### src/hdl/rx_bist_settings.svh
`ifndef RX_BIST_SETTINGS_SVH
`define RX_BIST_SETTINGS_SVH

//////////////////////////////////////////////////
// datapath widths
//////////////////////////////////////////////////

// codes per accepted ADC word
`define RXB_NLANES 4

// signed ADC code width
`define RXB_NADC 8

// histogram bin index width, 16 bins
`define RXB_NBIN_BITS 4

// count memory word and PRBS counter widths
`define RXB_NCOUNT 16
`define RXB_NPRBS_CNT 32

// PRBS7 generator start state, must be nonzero
`define RXB_PRBS_SEED 7'h01

`endif

### src/hdl/rx_bist_pkg.sv
`include "rx_bist_settings.svh"

package rx_bist_pkg;

    // one signed ADC code and a full word of lanes
    typedef logic signed [`RXB_NADC-1:0] adc_code_t;
    typedef adc_code_t [`RXB_NLANES-1:0] adc_word_t;

    // histogram bin index and bin count
    typedef logic [`RXB_NBIN_BITS-1:0] bin_addr_t;
    typedef logic [`RXB_NCOUNT-1:0] count_t;

    // error and total bit counters
    typedef logic [`RXB_NPRBS_CNT-1:0] prbs_cnt_t;

    typedef enum logic {
        MEM_READ,
        MEM_WRITE
    } mem_op_e;

    // checker input select
    typedef enum logic {
        SRC_ADC,
        SRC_BIST
    } bit_src_e;

    typedef enum logic [1:0] {
        HIST_IDLE,
        HIST_READ,
        HIST_WRITE,
        HIST_CLEAR
    } hist_state_e;

endpackage

### src/hdl/count_mem_if.sv
`timescale 1ns/10ps

interface count_mem_if
    import rx_bist_pkg::*;
();

    // request channel, requester to arbiter except ready
    logic      req_valid;
    logic      req_ready;
    mem_op_e   req_op;
    bin_addr_t req_addr;
    count_t    req_wdata;

    // read return, one cycle after an accepted read
    logic      rsp_valid;
    count_t    rsp_rdata;

    modport requester (
        output req_valid, req_op, req_addr, req_wdata,
        input  req_ready, rsp_valid, rsp_rdata
    );

    modport arbiter (
        input  req_valid, req_op, req_addr, req_wdata,
        output req_ready, rsp_valid, rsp_rdata
    );

endinterface

### src/hdl/count_mem_arbiter.sv
`timescale 1ns/10ps
`include "rx_bist_settings.svh"

module count_mem_arbiter
    import rx_bist_pkg::*;
(
    input  logic          clk_adc,
    input  logic          cdr_rstb,
    count_mem_if.arbiter  hist_port,
    count_mem_if.arbiter  host_port
);

    localparam int NWORDS = 2 ** `RXB_NBIN_BITS;

    count_t    mem_q [NWORDS];
    logic      grant_hist;
    logic      grant_host;
    logic      granted;
    mem_op_e   sel_op;
    bin_addr_t sel_addr;
    count_t    sel_wdata;
    logic      hist_rsp_q;
    logic      host_rsp_q;
    count_t    rdata_q;

    //////////////////////////////////////////////////
    // fixed priority, histogram first
    //////////////////////////////////////////////////

    assign hist_port.req_ready = 1'b1;
    assign host_port.req_ready = !hist_port.req_valid;

    assign grant_hist = hist_port.req_valid;
    assign grant_host = host_port.req_valid && host_port.req_ready;
    assign granted    = grant_hist || grant_host;

    always_comb begin
        if (grant_hist) begin
            sel_op    = hist_port.req_op;
            sel_addr  = hist_port.req_addr;
            sel_wdata = hist_port.req_wdata;
        end else begin
            sel_op    = host_port.req_op;
            sel_addr  = host_port.req_addr;
            sel_wdata = host_port.req_wdata;
        end
    end

    // count storage, single port
    always_ff @(posedge clk_adc) begin
        if (granted && (sel_op == MEM_WRITE)) begin
            mem_q[sel_addr] <= sel_wdata;
        end
        if (granted && (sel_op == MEM_READ)) begin
            rdata_q <= mem_q[sel_addr];
        end
    end

    // response goes back to the granted port only
    always_ff @(posedge clk_adc or negedge cdr_rstb) begin
        if (!cdr_rstb) begin
            hist_rsp_q <= 1'b0;
            host_rsp_q <= 1'b0;
        end else begin
            hist_rsp_q <= grant_hist && (hist_port.req_op == MEM_READ);
            host_rsp_q <= grant_host && (host_port.req_op == MEM_READ);
        end
    end

    assign hist_port.rsp_valid = hist_rsp_q;
    assign hist_port.rsp_rdata = rdata_q;
    assign host_port.rsp_valid = host_rsp_q;
    assign host_port.rsp_rdata = rdata_q;

    a_one_rsp: assert property (
        @(posedge clk_adc) disable iff (!cdr_rstb) !(hist_port.rsp_valid && host_port.rsp_valid)
    );

endmodule

### src/hdl/hist_engine.sv
`timescale 1ns/10ps
`include "rx_bist_settings.svh"

module hist_engine
    import rx_bist_pkg::*;
(
    input  logic                           clk_adc,
    input  logic                           cdr_rstb,
    input  logic                           en_i,
    input  logic [$clog2(`RXB_NLANES)-1:0] lane_i,
    input  logic                           clear_i,
    input  logic                           code_valid_i,
    output logic                           code_ready_o,
    input  adc_word_t                      codes_i,
    output logic                           busy_o,
    count_mem_if.requester                 mem
);

    hist_state_e state_q;
    logic        rd_pend_q;
    bin_addr_t   addr_q;
    count_t      cnt_q;
    adc_code_t   lane_code;
    bin_addr_t   lane_bin;
    logic        take_sample;
    logic        req_fire;
    logic        last_bin;

    // top bits of the code, MSB flipped so bin 0 is most negative
    assign lane_code = codes_i[lane_i];
    assign lane_bin  = {~lane_code[`RXB_NADC-1], lane_code[`RXB_NADC-2 -: `RXB_NBIN_BITS-1]};

    // one sample in flight at a time
    assign code_ready_o = !en_i || ((state_q == HIST_IDLE) && !clear_i);
    assign take_sample  = en_i && code_valid_i && code_ready_o;
    assign busy_o       = (state_q != HIST_IDLE);

    //////////////////////////////////////////////////
    // memory requests
    //////////////////////////////////////////////////

    assign mem.req_valid = ((state_q == HIST_READ) && !rd_pend_q) ||
                           (state_q == HIST_WRITE) || (state_q == HIST_CLEAR);
    assign mem.req_op    = (state_q == HIST_READ) ? MEM_READ : MEM_WRITE;
    assign mem.req_addr  = addr_q;
    assign mem.req_wdata = cnt_q;

    assign req_fire = mem.req_valid && mem.req_ready;
    assign last_bin = (addr_q == '1);

    always_ff @(posedge clk_adc or negedge cdr_rstb) begin
        if (!cdr_rstb) begin
            state_q   <= HIST_IDLE;
            rd_pend_q <= 1'b0;
        end else begin
            case (state_q)
                HIST_IDLE: begin
                    rd_pend_q <= 1'b0;
                    if (clear_i) begin
                        state_q <= HIST_CLEAR;
                    end else if (take_sample) begin
                        state_q <= HIST_READ;
                    end
                end
                HIST_READ: begin
                    if (req_fire) begin
                        rd_pend_q <= 1'b1;
                    end
                    if (mem.rsp_valid) begin
                        rd_pend_q <= 1'b0;
                        state_q   <= HIST_WRITE;
                    end
                end
                HIST_WRITE: begin
                    if (req_fire) begin
                        state_q <= HIST_IDLE;
                    end
                end
                default: begin
                    // walk every bin once
                    if (req_fire && last_bin) begin
                        state_q <= HIST_IDLE;
                    end
                end
            endcase
        end
    end

    // bin address and write value
    always_ff @(posedge clk_adc) begin
        if (state_q == HIST_IDLE) begin
            if (clear_i) begin
                addr_q <= '0;
                cnt_q  <= '0;
            end else if (take_sample) begin
                addr_q <= lane_bin;
            end
        end else if (state_q == HIST_CLEAR) begin
            if (req_fire) begin
                addr_q <= addr_q + 1'b1;
            end
        end else if ((state_q == HIST_READ) && mem.rsp_valid) begin
            // saturate at full scale
            cnt_q <= (mem.rsp_rdata == '1) ? mem.rsp_rdata : mem.rsp_rdata + 1'b1;
        end
    end

    a_rsp_in_read: assert property (
        @(posedge clk_adc) disable iff (!cdr_rstb) mem.rsp_valid |-> (state_q == HIST_READ)
    );

endmodule

### src/hdl/prbs_checker.sv
`timescale 1ns/10ps
`include "rx_bist_settings.svh"

module prbs_checker
    import rx_bist_pkg::*;
(
    input  logic                   clk_adc,
    input  logic                   cdr_rstb,
    input  logic                   adv_i,
    input  adc_word_t              codes_i,
    input  adc_code_t              thresh_i,
    input  bit_src_e               src_i,
    input  logic [`RXB_NLANES-1:0] bist_bits_i,
    input  logic                   clear_i,
    output prbs_cnt_t              err_count_o,
    output prbs_cnt_t              bit_count_o
);

    localparam int NERR_W = $clog2(`RXB_NLANES + 1);

    logic [`RXB_NLANES-1:0] adc_bits;
    logic [`RXB_NLANES-1:0] rx_bits;
    logic [6:0]             hist_q;
    logic [6:0]             hist_nxt;
    logic [NERR_W-1:0]      nerr;
    logic [1:0]             warm_q;
    logic                   counting;

    //////////////////////////////////////////////////
    // slicer and source select
    //////////////////////////////////////////////////

    always_comb begin
        for (int l = 0; l < `RXB_NLANES; l++) begin
            adc_bits[l] = (codes_i[l] >= thresh_i);
        end
    end

    assign rx_bits = (src_i == SRC_BIST) ? bist_bits_i : adc_bits;

    //////////////////////////////////////////////////
    // self-synchronizing check
    //////////////////////////////////////////////////

    // each bit against the XOR of the bits 7 and 6 back,
    // history built from the received stream itself
    always_comb begin
        hist_nxt = hist_q;
        nerr     = '0;
        for (int l = 0; l < `RXB_NLANES; l++) begin
            if (rx_bits[l] != (hist_nxt[6] ^ hist_nxt[5])) begin
                nerr = nerr + 1'b1;
            end
            hist_nxt = {hist_nxt[5:0], rx_bits[l]};
        end
    end

    // history is full from the third word on
    assign counting = (warm_q == 2'd2);

    always_ff @(posedge clk_adc or negedge cdr_rstb) begin
        if (!cdr_rstb) begin
            hist_q      <= '0;
            warm_q      <= '0;
            err_count_o <= '0;
            bit_count_o <= '0;
        end else begin
            if (adv_i) begin
                hist_q <= hist_nxt;
            end
            if (clear_i) begin
                warm_q      <= '0;
                err_count_o <= '0;
                bit_count_o <= '0;
            end else if (adv_i) begin
                if (counting) begin
                    err_count_o <= err_count_o + prbs_cnt_t'(nerr);
                    bit_count_o <= bit_count_o + prbs_cnt_t'(`RXB_NLANES);
                end else begin
                    warm_q <= warm_q + 2'd1;
                end
            end
        end
    end

    a_err_le_bits: assert property (
        @(posedge clk_adc) disable iff (!cdr_rstb) err_count_o <= bit_count_o
    );

endmodule

### src/hdl/prbs_gen.sv
`timescale 1ns/10ps
`include "rx_bist_settings.svh"

module prbs_gen (
    input  logic                   clk_adc,
    input  logic                   cdr_rstb,
    input  logic                   adv_i,
    input  logic                   inj_err_i,
    output logic [`RXB_NLANES-1:0] bits_o
);

    // last seven serial bits, bit 6 is the oldest
    logic [6:0]             state_q;
    logic [6:0]             state_nxt;
    logic [`RXB_NLANES-1:0] bits_nxt;

    // x^7+x^6+1 unrolled over one word, lane 0 first
    always_comb begin
        state_nxt = state_q;
        for (int l = 0; l < `RXB_NLANES; l++) begin
            bits_nxt[l] = state_nxt[6] ^ state_nxt[5];
            state_nxt   = {state_nxt[5:0], bits_nxt[l]};
        end
    end

    // flip lane 0 only, sequence itself unaffected
    assign bits_o = bits_nxt ^ {{(`RXB_NLANES-1){1'b0}}, inj_err_i};

    always_ff @(posedge clk_adc or negedge cdr_rstb) begin
        if (!cdr_rstb) begin
            state_q <= `RXB_PRBS_SEED;
        end else if (adv_i) begin
            state_q <= state_nxt;
        end
    end

    // an all-zero state would lock the sequence
    a_state_nonzero: assert property (
        @(posedge clk_adc) disable iff (!cdr_rstb) state_q != 7'd0
    );

endmodule

### src/hdl/rx_bist_top.sv
`timescale 1ns/10ps
`include "rx_bist_settings.svh"

module rx_bist_top
    import rx_bist_pkg::*;
(
    input  logic                           clk_adc,
    input  logic                           cdr_rstb,
    input  logic                           adc_valid_i,
    output logic                           adc_ready_o,
    input  adc_word_t                      adc_codes_i,
    input  adc_code_t                      slice_thresh_i,
    input  bit_src_e                       bit_src_i,
    input  logic                           inj_err_i,
    input  logic                           prbs_clear_i,
    output prbs_cnt_t                      err_count_o,
    output prbs_cnt_t                      bit_count_o,
    input  logic                           hist_en_i,
    input  logic [$clog2(`RXB_NLANES)-1:0] hist_lane_i,
    input  logic                           hist_clear_i,
    output logic                           hist_busy_o,
    input  logic                           rd_valid_i,
    output logic                           rd_ready_o,
    input  bin_addr_t                      rd_addr_i,
    output count_t                         rd_data_o,
    output logic                           rd_data_valid_o
);

    logic                   word_acc;
    logic [`RXB_NLANES-1:0] bist_bits;

    count_mem_if hist_bus ();
    count_mem_if host_bus ();

    // whole stream advances on an accepted word only
    assign word_acc = adc_valid_i && adc_ready_o;

    //////////////////////////////////////////////////
    // host read port
    //////////////////////////////////////////////////

    assign host_bus.req_valid = rd_valid_i;
    assign host_bus.req_op    = MEM_READ;
    assign host_bus.req_addr  = rd_addr_i;
    assign host_bus.req_wdata = '0;
    assign rd_ready_o         = host_bus.req_ready;
    assign rd_data_o          = host_bus.rsp_rdata;
    assign rd_data_valid_o    = host_bus.rsp_valid;

    prbs_gen prbs_gen_i (
        .clk_adc   (clk_adc),
        .cdr_rstb  (cdr_rstb),
        .adv_i     (word_acc),
        .inj_err_i (inj_err_i),
        .bits_o    (bist_bits)
    );

    prbs_checker prbs_checker_i (
        .clk_adc     (clk_adc),
        .cdr_rstb    (cdr_rstb),
        .adv_i       (word_acc),
        .codes_i     (adc_codes_i),
        .thresh_i    (slice_thresh_i),
        .src_i       (bit_src_i),
        .bist_bits_i (bist_bits),
        .clear_i     (prbs_clear_i),
        .err_count_o (err_count_o),
        .bit_count_o (bit_count_o)
    );

    // histogram engine sets the stream back-pressure
    hist_engine hist_engine_i (
        .clk_adc      (clk_adc),
        .cdr_rstb     (cdr_rstb),
        .en_i         (hist_en_i),
        .lane_i       (hist_lane_i),
        .clear_i      (hist_clear_i),
        .code_valid_i (adc_valid_i),
        .code_ready_o (adc_ready_o),
        .codes_i      (adc_codes_i),
        .busy_o       (hist_busy_o),
        .mem          (hist_bus)
    );

    count_mem_arbiter count_mem_arbiter_i (
        .clk_adc   (clk_adc),
        .cdr_rstb  (cdr_rstb),
        .hist_port (hist_bus),
        .host_port (host_bus)
    );

endmodule

### config.mk
export PLATFORM = sky130hd
export DESIGN_NAME = rx_bist_top
export DESIGN_NICKNAME = d
export VERILOG_FILES = /design/src/hdl/rx_bist_pkg.sv /design/src/hdl/count_mem_if.sv /design/src/hdl/count_mem_arbiter.sv /design/src/hdl/hist_engine.sv /design/src/hdl/prbs_checker.sv /design/src/hdl/prbs_gen.sv /design/src/hdl/rx_bist_top.sv
export VERILOG_INCLUDE_DIRS = /design/src /design/src/hdl
export SDC_FILE = /design/constraint.sdc
export NUM_CORES = 1
export LEC_CHECK = 0
export BUFFER_PORTS_ARGS = -buffer_cell sky130_fd_sc_hd__buf_2
export CAP_MARGIN = 5
export CORE_MARGIN = 10
export CORE_UTILIZATION = 51
export CTS_BUF_LIST = sky130_fd_sc_hd__clkbuf_8
export CTS_CLUSTER_SIZE = 28
export DETAILED_ROUTE_END_ITERATION = 8
export HOLD_SLACK_MARGIN = 0.15
export PLACE_DENSITY = 0.71
export SYNTH_ARGS = -nofsm -noshare
export SYNTH_HDL_FRONTEND = slang
export SYNTH_HIERARCHICAL = 1
export SYNTH_SLANG_ARGS = --single-unit
### constraint.sdc
create_clock -name clk_adc -period 5.3 [get_ports clk_adc]
set_input_delay 1.59 -clock clk_adc [delete_from_list [all_inputs] [get_ports clk_adc]]
set_output_delay 1.59 -clock clk_adc [all_outputs]
set_load 0.1 [all_outputs]
* Word-level counts from Yosys, hierarchy flattened
Memories as Yosys holds them, arrays and structs flattened. A register that Yosys moved wholly into a read port is not among the register bits. Cells that the tools add are included.
Storage, ports and cells: register bits 105, latch bits 0, RAM bits 256, bits in read-only memories 0, input bits 55, output and inout bits 84, logic and storage cells 128, memories kept 1
Operators by class: add/sub/neg operators 8, multiply operators 0, div/mod/pow operators 0, order comparisons 5, equal/unequal tests 17, shift-type cells 0, muxes and demuxes 41, bitwise gates (word level) 11, reduce and logical (&&, ||, !) cells 34
Memories:
- count_mem_arbiter_i.mem_q | depth 16, bits a word 16, read ports 1, clocked after Yosys merged registers in 1, write ports 1, line count_mem_arbiter.sv:15 | count_t mem_q [NWORDS];
Operators by type and width (number):
- two-way mux 32 bit | 6
- two-way mux 16 bit | 6
- adder 32 x 3 -> 32 bit | 1
- adder 32 x 3 -> 32 bit (second input constant) | 1
- greater-or-equal comparator 8 bit | 4
- two-way mux 4 bit | 7
- adder 16 x 1 -> 16 bit (second input constant) | 1
- binary-select mux 8 bit (select 2 bit) | 1
- == test 16 bit (second input constant) | 1
- two-way mux 2 bit | 8
- nonzero test 2 bit | 7
- logical AND 1 bit | 11
- two-way mux 3 bit | 3
- two-way mux 8 bit | 1
- bitwise XOR 1 bit | 8
- two-way mux 1 bit | 7
- adder 3 x 1 -> 3 bit (second input constant) | 2
- == test 2 bit (second input constant) | 3
- inequality test 2 bit (second input constant) | 3
- one-hot mux 2 bit (3 select lines) | 1
- AND reduction 2 bit | 3
- AND reduction 3 bit | 2
- adder 4 x 1 -> 4 bit (second input constant) | 1
- == test 4 bit (second input constant) | 1
- other kinds (16) | 27

* Longest topological paths before layout
Gate-level depths: netlist of the first run.
word-level depth 15, gate-level depth with buffers 22, mapped depth without buffers 22

* Modules after synthesis
Netlist of the first run, hierarchy kept.
By module, submodules not included:
- count_mem_arbiter | instances 1, cells each 877, area an instance 12713.4 µm², sequential area each 8217.9 µm²
- prbs_checker | instances 1, cells each 489, area an instance 4596.9 µm², sequential area each 1776.7 µm²
- hist_engine | instances 1, cells each 143, area an instance 1534.0 µm², sequential area each 675.6 µm²
- prbs_gen | instances 1, cells each 24, area an instance 324.1 µm², sequential area each 176.4 µm²
- rx_bist_top | instances 1, cells each 2, area an instance 10.0 µm², sequential area each 0.0 µm²

* Least setup slack after synthesis of the first run
No wires, ideal clock.
path kind input-to-reg, start in adc_codes_i[0] (netlist name), end reg prbs_checker_i.err_count_o[29], library setup time 78 ps, data arrival time 5779 ps, data required time 5222 ps, slack -557 ps, stages on the path 20, buffers on the path 0, cell sequence inv_1 ha_1 nand2b_1 a21o_1 a21o_1 a21o_1 a21o_1 a2111oi_0 nor3_1 ha_1 xor2_2 ha_1 mux2_4 ha_1 a21o_1 a21oi_1 nor4_4 nand2_1 or3_1 a21oi_1
Between the ends: word-level cells in the longest chain between the ends 14
Ends and longest elaborated chain:
- start: declaration | line rx_bist_top.sv:11 | input adc_word_t adc_codes_i,
- greater-or-equal comparator 8 bit (*) | line prbs_checker.sv:35 | adc_bits[l] = (codes_i[l] >= thresh_i);
- two-way mux 4 bit (*) | line prbs_checker.sv:39 | assign rx_bits = (src_i == SRC_BIST) ? bist_bits_i : adc_bits;
- inequality test 1 bit (*) | line prbs_checker.sv:51 | if (rx_bits[l] != (hist_nxt[6] ^ hist_nxt[5])) begin
- two-way mux 1 bit (*) | line prbs_checker.sv:51
- adder 1 x 1 -> 2 bit | line prbs_checker.sv:52 | nerr = nerr + 1'b1;
- two-way mux 3 bit (*) | line prbs_checker.sv:51
- adder 3 x 1 -> 3 bit | line prbs_checker.sv:52
- two-way mux 3 bit (*) | line prbs_checker.sv:51
- adder 3 x 1 -> 3 bit | line prbs_checker.sv:52
- two-way mux 3 bit (*) | line prbs_checker.sv:51
- adder 32 x 3 -> 32 bit (*) | line prbs_checker.sv:77 | err_count_o <= err_count_o + prbs_cnt_t'(nerr);
- two-way mux 32 bit (*) | line prbs_checker.sv:76 | if (counting) begin
- two-way mux 32 bit (*) | line prbs_checker.sv:75 | end else if (adv_i) begin
- two-way mux 32 bit (*) | line prbs_checker.sv:71 | if (clear_i) begin
- end signal: assignment | line prbs_checker.sv:77
- end signal: assignment | line prbs_checker.sv:87 | @(posedge clk_adc) disable iff (!cdr_rstb) err_count_o <= bit_count_o
- end: declaration | line prbs_checker.sv:15 | output prbs_cnt_t err_count_o,
Every way passes the cells marked *; elsewhere a longest branch is shown, timed or not. The select of a mux whose other input is x is not followed. A chain may end at the register's enable or synchronous reset.

* Worst setup path after layout of the first run
start in slice_thresh_i[0], end reg prbs_checker_i.err_count_o[26]
Between the ends: word-level cells in the longest chain between the ends 14, elaborated cells between the ends (all ways) 20, those cells by class 4 x add/sub; 4 x order compare; 4 x eq/ne; 8 x mux
Ends and longest elaborated chain:
- start: declaration | line rx_bist_top.sv:12 | input adc_code_t slice_thresh_i,
- greater-or-equal comparator 8 bit | line prbs_checker.sv:35
- two-way mux 4 bit (*) | line prbs_checker.sv:39
- inequality test 1 bit | line prbs_checker.sv:51
- two-way mux 1 bit | line prbs_checker.sv:51
- adder 1 x 1 -> 2 bit | line prbs_checker.sv:52
- two-way mux 3 bit | line prbs_checker.sv:51
- adder 3 x 1 -> 3 bit | line prbs_checker.sv:52
- two-way mux 3 bit | line prbs_checker.sv:51
- adder 3 x 1 -> 3 bit | line prbs_checker.sv:52
- two-way mux 3 bit (*) | line prbs_checker.sv:51
- adder 32 x 3 -> 32 bit (*) | line prbs_checker.sv:77
- two-way mux 32 bit (*) | line prbs_checker.sv:76
- two-way mux 32 bit (*) | line prbs_checker.sv:75
- two-way mux 32 bit (*) | line prbs_checker.sv:71
Marked as above.

==> results of run 1 <==
==> area by class of cell <==
cell class                 count  area, µm²  area share, %
tap                          504        631           2.87
multi-input combinational   1023       7960           36.2
clock buffer                  61        840           3.82
inverter                      29        116          0.530
clock inverter                42        229           1.04
timing repair buffer         218       1340           6.12
sequential                   375      10800           49.4
antenna                        1       2.50         0.0114
==> worst max-delay path, cell delays in order <==
cell	delay (ns)
buf_12	0.11
ha_4	0.22
nand2b_4	0.12
a21o_1	0.17
a21o_1	0.15
a21o_1	0.15
a21o_1	0.22
a2111oi_4	0.40
nor3_1	0.10
ha_1	0.34
xor2_2	0.22
ha_4	0.18
o31ai_4	0.06
xor2_1	0.17
ha_1	0.38
a21oi_4	0.10
nor4_4	0.33
nand2_2	0.17
buf_4	0.17
o21ai_0	0.18
a21oi_1	0.09
==> kinds of logic (layout without fill, tap and decap cells) <==
family	after synthesis	count (layout)	synth area share, %
and+or+nand+nor	577	577	18.1
DFF	375	375	56.6
AOI/OAI and AO/OA	232	232	8.54
buffers and inverters	156	350	3.84
muxes	74	74	6.50
xor gates and xnor gates	70	70	3.24
adders and majority gates	48	48	3.17
other	3	23	0.0587
==> metrics by stage <==
stage / area [µm²] / power, µW / setup TNS (ns) / setup WS, ns
CTS: 21700 / 12400 / 0 / 0.0700
floorplan: 19300 / 8630 / -1.14 / -0.234
global placement: 20700 / 9960 / -9.66 / -0.476
finish: 22000 / 12600 / 0 / 0.126
global route: 22000 / 13200 / -0.332 / -0.0630
detailed placement: 20700 / 10100 / -12.29 / -0.573
==> worst paths after layout <==
kind,startpoint,end
setup / recovery,slice_thresh_i[0],prbs_checker_i/err_count_o[26]
setup reg to reg,prbs_gen_i/state_q[3],prbs_checker_i/err_count_o[26]
hold reg to reg,hist_engine_i/rd_pend_q,hist_engine_i/rd_pend_q
min in group asynchronous,cdr_rstb,prbs_checker_i/bit_count_o[31]
max in group asynchronous,cdr_rstb,prbs_checker_i/err_count_o[27]
hold / removal,hist_engine_i/rd_pend_q,hist_engine_i/rd_pend_q
==> cell usage in the layout (no fill, tap or decap), drive strengths merged, types with 13 or more instances in the layout <==
cell,netlist,layout
or3,17,17
buf,67,218
clkbuf,60,61
o31ai,37,37
edfxtp,292,292
inv,29,42
conb,3,22
nor3,13,13
nand3,38,38
xor2,40,40
dfrtp,82,82
ha,47,47
or4bb,32,32
nand4b,97,97
mux2,29,29
mux4,36,36
o21ai,48,48
clkinv,0,25
o21a,34,34
o41ai,32,32
nand4,66,66
nand2,145,145
xnor2,30,30
nor2,95,95
a21oi,37,37
==> layer usage <==
metal  up-vias  part of all wire (%)  wire, µm
li1       6230                     -         -
met1      6892                    41     20300
met2       565                    49     24200
met3       100                   7.1      3520
met4         0                   3.3      1630
met5         -                     0         0
==> Yosys cell counts, drive strengths merged (12+ instances only) <==
master | n | share of area [%]
clkbuf | 60 | 1.2
o21a | 34 | 1.3
and3 | 12 | 0.39
o21ai | 48 | 1.3
ha | 47 | 3.1
buf | 67 | 2.1
or4bb | 32 | 1.9
edfxtp | 292 | 46
nand4b | 97 | 4.4
mux4 | 36 | 4.3
nor2 | 95 | 1.9
xor2 | 40 | 1.9
nand4 | 66 | 2.2
mux2 | 29 | 1.7
nand2 | 145 | 2.9
o41ai | 32 | 1.5
dfrtp | 82 | 11
o31ai | 37 | 1.4
nor4 | 12 | 0.65
xnor2 | 30 | 1.4
inv | 29 | 0.57
nand3 | 38 | 1.0
a21oi | 37 | 0.99
or3 | 17 | 0.56
nor3 | 13 | 0.37
a21o | 12 | 0.47
==> flip-flops by register name, indices dropped and copies added (netlist names) <==
name	cells
count_mem_arbiter_i/mem_q	256
prbs_checker_i/err_count_o	32
prbs_checker_i/bit_count_o	30
count_mem_arbiter_i/hist_port.rsp_rdata	16
hist_engine_i/mem.req_wdata	16
prbs_checker_i/hist_q	7
prbs_gen_i/state_q	7
hist_engine_i/mem.req_addr	4
hist_engine_i/state_q	2
prbs_checker_i/warm_q	2
count_mem_arbiter_i/hist_port.rsp_valid	1
count_mem_arbiter_i/host_port.rsp_valid	1
hist_engine_i/rd_pend_q	1
==> repair_timing <==
item,CTS,global route
resized for setup,0,40
setup endpoints to repair,0,23
buffers inserted,0,3
==> power breakdown <==
part / switching (µW) / internal (µW) / total, µW
clock: 1100 / 1160 / 2260
combinational: 3800 / 1980 / 5780
sequential: 335 / 4200 / 4540
total: 5230 / 7340 / 12600
==> summary.txt, run 1 <==
Worst hold path
  – Hold Path Class: reg -> reg
  – WHS Path Cells: 2

Power
  – Leakage: 0.00839 µW
  – Pwr Density: 573 nW/µm²
  – Peak VDD IR: between 300 and 400 µV

Logic synthesis
  – Syn. warnings: 6
  – FFs w/ async S/R, synth: 22.1%
  – Post-synth EDFFs: 292
  – Synth Cell Area: approximately 19000 µm²
  – Avg Cell Area, Syn: between 10 and 15 µm²
  – Synth Flop Type: edfxtp_1
  – Mapped Cells: ~1500
  – Synth unique cells: 78
  – Synthesis-stage register bit count: around 380
  – Sequential area share after synthesis: 56.6%

Clock tree
  – CTS Buf Count: 58
  – Clk sink count: ~380
  – CTS tree: done
  – H-tree depth: 2
  – Worst-skew pair later-pin latency: 0.62 ns
  – Clock buffer depth: 3
  – Clk root buf: clkbuf_8
  – CTS Hold Bufs: 0
  – Reg clk slew, reported paths: roughly 0.06 ns

Drt
  – Vias/cell: around 6.1
  – DRC viols: 0
  – TritonRoute pass-1 iters: 6
  – DR vias: 13787
  – DR WL/cell: around 22 µm
  – Total wire length: around 50 mm
  – Iteration-0 DRC Markers: 1387
  – Routed Antenna Nets: 0

GRT
  – First-pass GRT wire length: around 76 mm
  – Routing usage on met3: under 10%
  – GRT Util Overall: between 20% and 30%
  – Largest net degree at the start of global routing: 101
  – GR Overflow Total: 0
  – Vias in the first global route: between 10000 and 15000
  – GR Layer Usage met2: 33.7%
  – Busiest grt layer: met2
  – Met1 usage: 27.5%
  – Initial antenna violation count: 1

Place
  – Post-DP HPWL: about 33 mm
  – GPL Wtd Cong: 0.946
  – # port buffers: roughly 140
  – Placed cells: 2147

Worst setup path
  – CP max FO: 8
  – Required @ worst endpoint: 5.75 ns
  – Crit end category: flip-flop
  – Worst Setup Path Type: in -> reg
  – Reg2Reg Depth: 17
  – Worst setup SP type: input pin
  – Worst endpoint data arrival time: 5.63 ns
  – R2R setup slack: 1.16 ns

Layout
  – Layout Utilization: about three fifths
  – Layout cell share with drive strength beyond 1: 23.9%
  – Final nets: 1808
  – Synth-to-Final Area Change: 14.5%
  – Fill count: between 2000 and 3000
  – Non-Filler Instances: around 2300

Outcome
  – Status: complete, no violations

STA
  – Final min period: 5.17 ns
  – Hold_ws: roughly 0.5 ns
  – Hold Violations, Final: 0
  – Final setup viols: 0
  – Slew of the pin with the lowest slew margin: about 1.0 ns
  – Final period util: 97.6%
  – Highest Clock Rate: 193 MHz
  – Worst clock skew: roughly 0.030 ns
  – Max Transition Viols Final: 0
  – Max-slew headroom: 32.4%

Floorplan
  – Initial core utilization: 52.0%
  – Core area: 36900 µm²
  – Die Span Y: roughly 210 µm
  – Num rows: 70
  – IO Count: between 100 and 150
  – Width of the die: 214 µm
  – Die ar.: 45800 µm²

Flow run
  – Max_cap viols: 0
Note: power is estimated with default switching activity, not from simulation.
==> run 2: changes to the inputs <==
- PLACE_DENSITY: 0.71 -> 0.74
- clock period: 5.3 -> 4.5 ns (I/O delays scaled with it)
==> summary.txt, run 2 (synthesis gave the netlist of run 1 again) <==
Outcome
  – Status: finished with violations
  – Failing checks: setup timing

Layout
  – Commonest non-fill, non-tap cell in the layout: edfxtp_1
  – Most frequent cells in the layout: 292 x edfxtp_1, 140 x nand2_1, 133 x buf_2, 97 x nand4b_1, 91 x nor2_1
  – Ant. Diodes: 0
  – Regs by FF count: count_mem_arbiter_i/mem_q: 256 flops, prbs_checker_i/err_count_o: 32 flops, prbs_checker_i/bit_count_o: 30 flops
  – Final nets: ~1800
  – Reg with most FFs: count_mem_arbiter_i/mem_q
  – Layout cell share with drive strength beyond 1: 24.9%
  – Max reg flops: 256
  – Synth-to-Final Area Change: 15.7%

Power
  – Leakage: 0.00854 µW
  – Logic pwr share: a little under half
  – Reg power frac: between 30% and 40%
  – Pwr Density: between 600 and 700 nW/µm²
  – Clock power share: between 10% and 20%
  – Power Total: between 15000 and 20000 µW
  – Sw Ratio: 41.5%
  – Cell Int Power: 8900 µW
  – Peak VDD IR: 476 µV
  – P_sw: 6310 µW

Drt
  – Routed Antenna Nets: 0
  – Total wire length: 50.3 mm
  – TritonRoute pass-1 iters: 6
  – Vias/cell: between 6 and 7
  – DRC viols: 0
  – DR vias: 13851
  – Iteration-0 DRC Markers: between 1500 and 2000
  – DR WL/cell: about 22 µm

Clock tree
  – Clk root buf: clkbuf_8
  – CTS tree: done
  – CTS Buf Count: 59
  – Clk sink count: 375
  – Clock buffer depth: 3
  – Worst-skew pair later-pin latency: between 0.6 and 0.7 ns
  – H-tree depth: 2
  – Reg clk slew, reported paths: 0.06 ns

Place
  – GPL Wtd Cong: between 0.8 and 0.9
  – # port buffers: 136
  – Post-DP HPWL: 33.5 mm
  – Pre-CTS setup slack: -1.08 ns

STA
  – Hold_ws: 0.497 ns
  – Final setup viols: 28
  – Final period util: 107%
  – Worst clock skew: 0.0266 ns
  – Worst setup margin: -0.302 ns
  – Max-slew headroom: 26.4%
  – Post-route setup TNS: -6.27 ns
  – Max Transition Viols Final: 0
  – RSZ-0062 raised after global routing: true
  – Highest Clock Rate: 208 MHz
  – Hold Violations, Final: 0
  – Slew of the pin with the lowest slew margin: 1.10 ns
  – Final min period: 4.80 ns

Floorplan
  – Num rows: 70
  – Die Span Y: 214 µm
  – IO Count: 139
  – Die ar.: 45800 µm²
  – Width of the die: about 210 µm
  – Core area: 36900 µm²
  – Initial core utilization: 52.0%

Worst setup path
  – Top delay family on crit path: compound AO/OA/AOI/OAI gates
  – Worst setup SP type: input pin
  – Slowest CP cell: a2111oi_1
  – Critical path's most frequent cell: buf_6
  – Critical path, cell by cell: buf_2 -> inv_1 -> ha_1 -> and4_4 -> o2111ai_4 -> a2111oi_1 -> a2111oi_2 -> o311ai_2 -> mux2i_2 -> ha_4 -> mux2_4 -> buf_6 -> fa_2 -> a21oi_4 -> nor4_4 -> nand2_2 -> buf_6 -> nor2_4 -> xnor2_2 -> nor2_1
  – WP buf/inv: 4
  – CP max FO: 6
  – Critical path startpoint: slice_thresh_i[7]
  – CP peak stage delay: 0.55 ns
  – Crit end category: flip-flop
  – Worst endpoint data arrival time: around 5.3 ns
  – Critical R2R Launch: prbs_gen_i/state_q[3]
  – Required @ worst endpoint: 4.96 ns
  – Worst Setup Path Type: in -> reg

GRT
  – First-pass GRT wire length: a little under 80 mm
  – Vias in the first global route: 13789
  – Largest net degree at the start of global routing: 84
  – Met1 usage: 27.4%
  – GR Overflow Total: 0
  – Routing usage on met3: 3.72%
  – Initial antenna violation count: 0
  – GRT Util Overall: 21.2%
  – GR Layer Usage met2: 35.2%
  – Busiest grt layer: met2

Flow run
  – Max_cap viols: 0

Worst hold path
  – Worst Hold Launch: prbs_checker_i/hist_q[0]
  – Hold Path Class: reg -> reg
==> run 2: metal layers <==
| layer | share of wire, % | up-vias |
|---|---|---|
| met5 | 0 | - |
| met4 | 2.8 | 0 |
| met3 | 8.3 | 86 |
| met2 | 49 | 603 |
| met1 | 40 | 6897 |
| li1 | - | 6265 |
==> run 2: timing repair <==
action | 4_1_cts | 5_1_grt
endpoints found under the setup margin | 29 | 31
hold buffers | 0 | 0
endpoints found under the hold margin | 0 | 0
pin swaps | 25 | 15
buffers inserted | 1 | 7
gates resized for setup | 21 | 21
==> run 2: cell type report <==
cell class,instances,area (µm²)
clock inverters,48,312
clock buffers,62,853
well taps,504,631
flip-flops and latches,375,10800
multi-input cells,1023,7970
inverters,29,116
repair buffers,233,1460
fillers,2865,14700
==> run 2: worst paths after layout <==
kind,endpoint,slack (ns),cells after the start
max,prbs_checker_i/err_count_o[22],-0.30,20
min,prbs_checker_i/hist_q[4],0.50,1
max reg2reg,prbs_checker_i/err_count_o[22],0.38,18
min reg2reg,prbs_checker_i/hist_q[4],0.50,1
max in group asynchronous,prbs_gen_i/state_q[4],2.89,1
min in group asynchronous,prbs_checker_i/bit_count_o[28],0.92,1
==> run 2: stage by stage <==
| stage | instances | util, % | instance area, µm² |
|---|---|---|---|
| 6_report | 2274 | 60.2 | 22200 |
| 5_1_grt | 2274 | 60.2 | 22200 |
| 4_1_cts | 2269 | 59.9 | 22100 |
| 3_5_place_dp | 2159 | 56.4 | 20800 |
| 3_3_place_gp | 2159 | 56.4 | 20800 |
| 2_1_floorplan | 1554 | - | 19400 |
==> run 2: power groups by stage <==
stage | Combinational (µW) | Sequential [µW] | Clock (µW)
after floorplan | 4940 | 5270 | 0
after global placement | 6560 | 5350 | 0
after detailed placement | 6740 | 5390 | 0
after CTS | 6850 | 5320 | 2900
after global routing | 7490 | 5380 | 3070
final | 7030 | 5330 | 2850
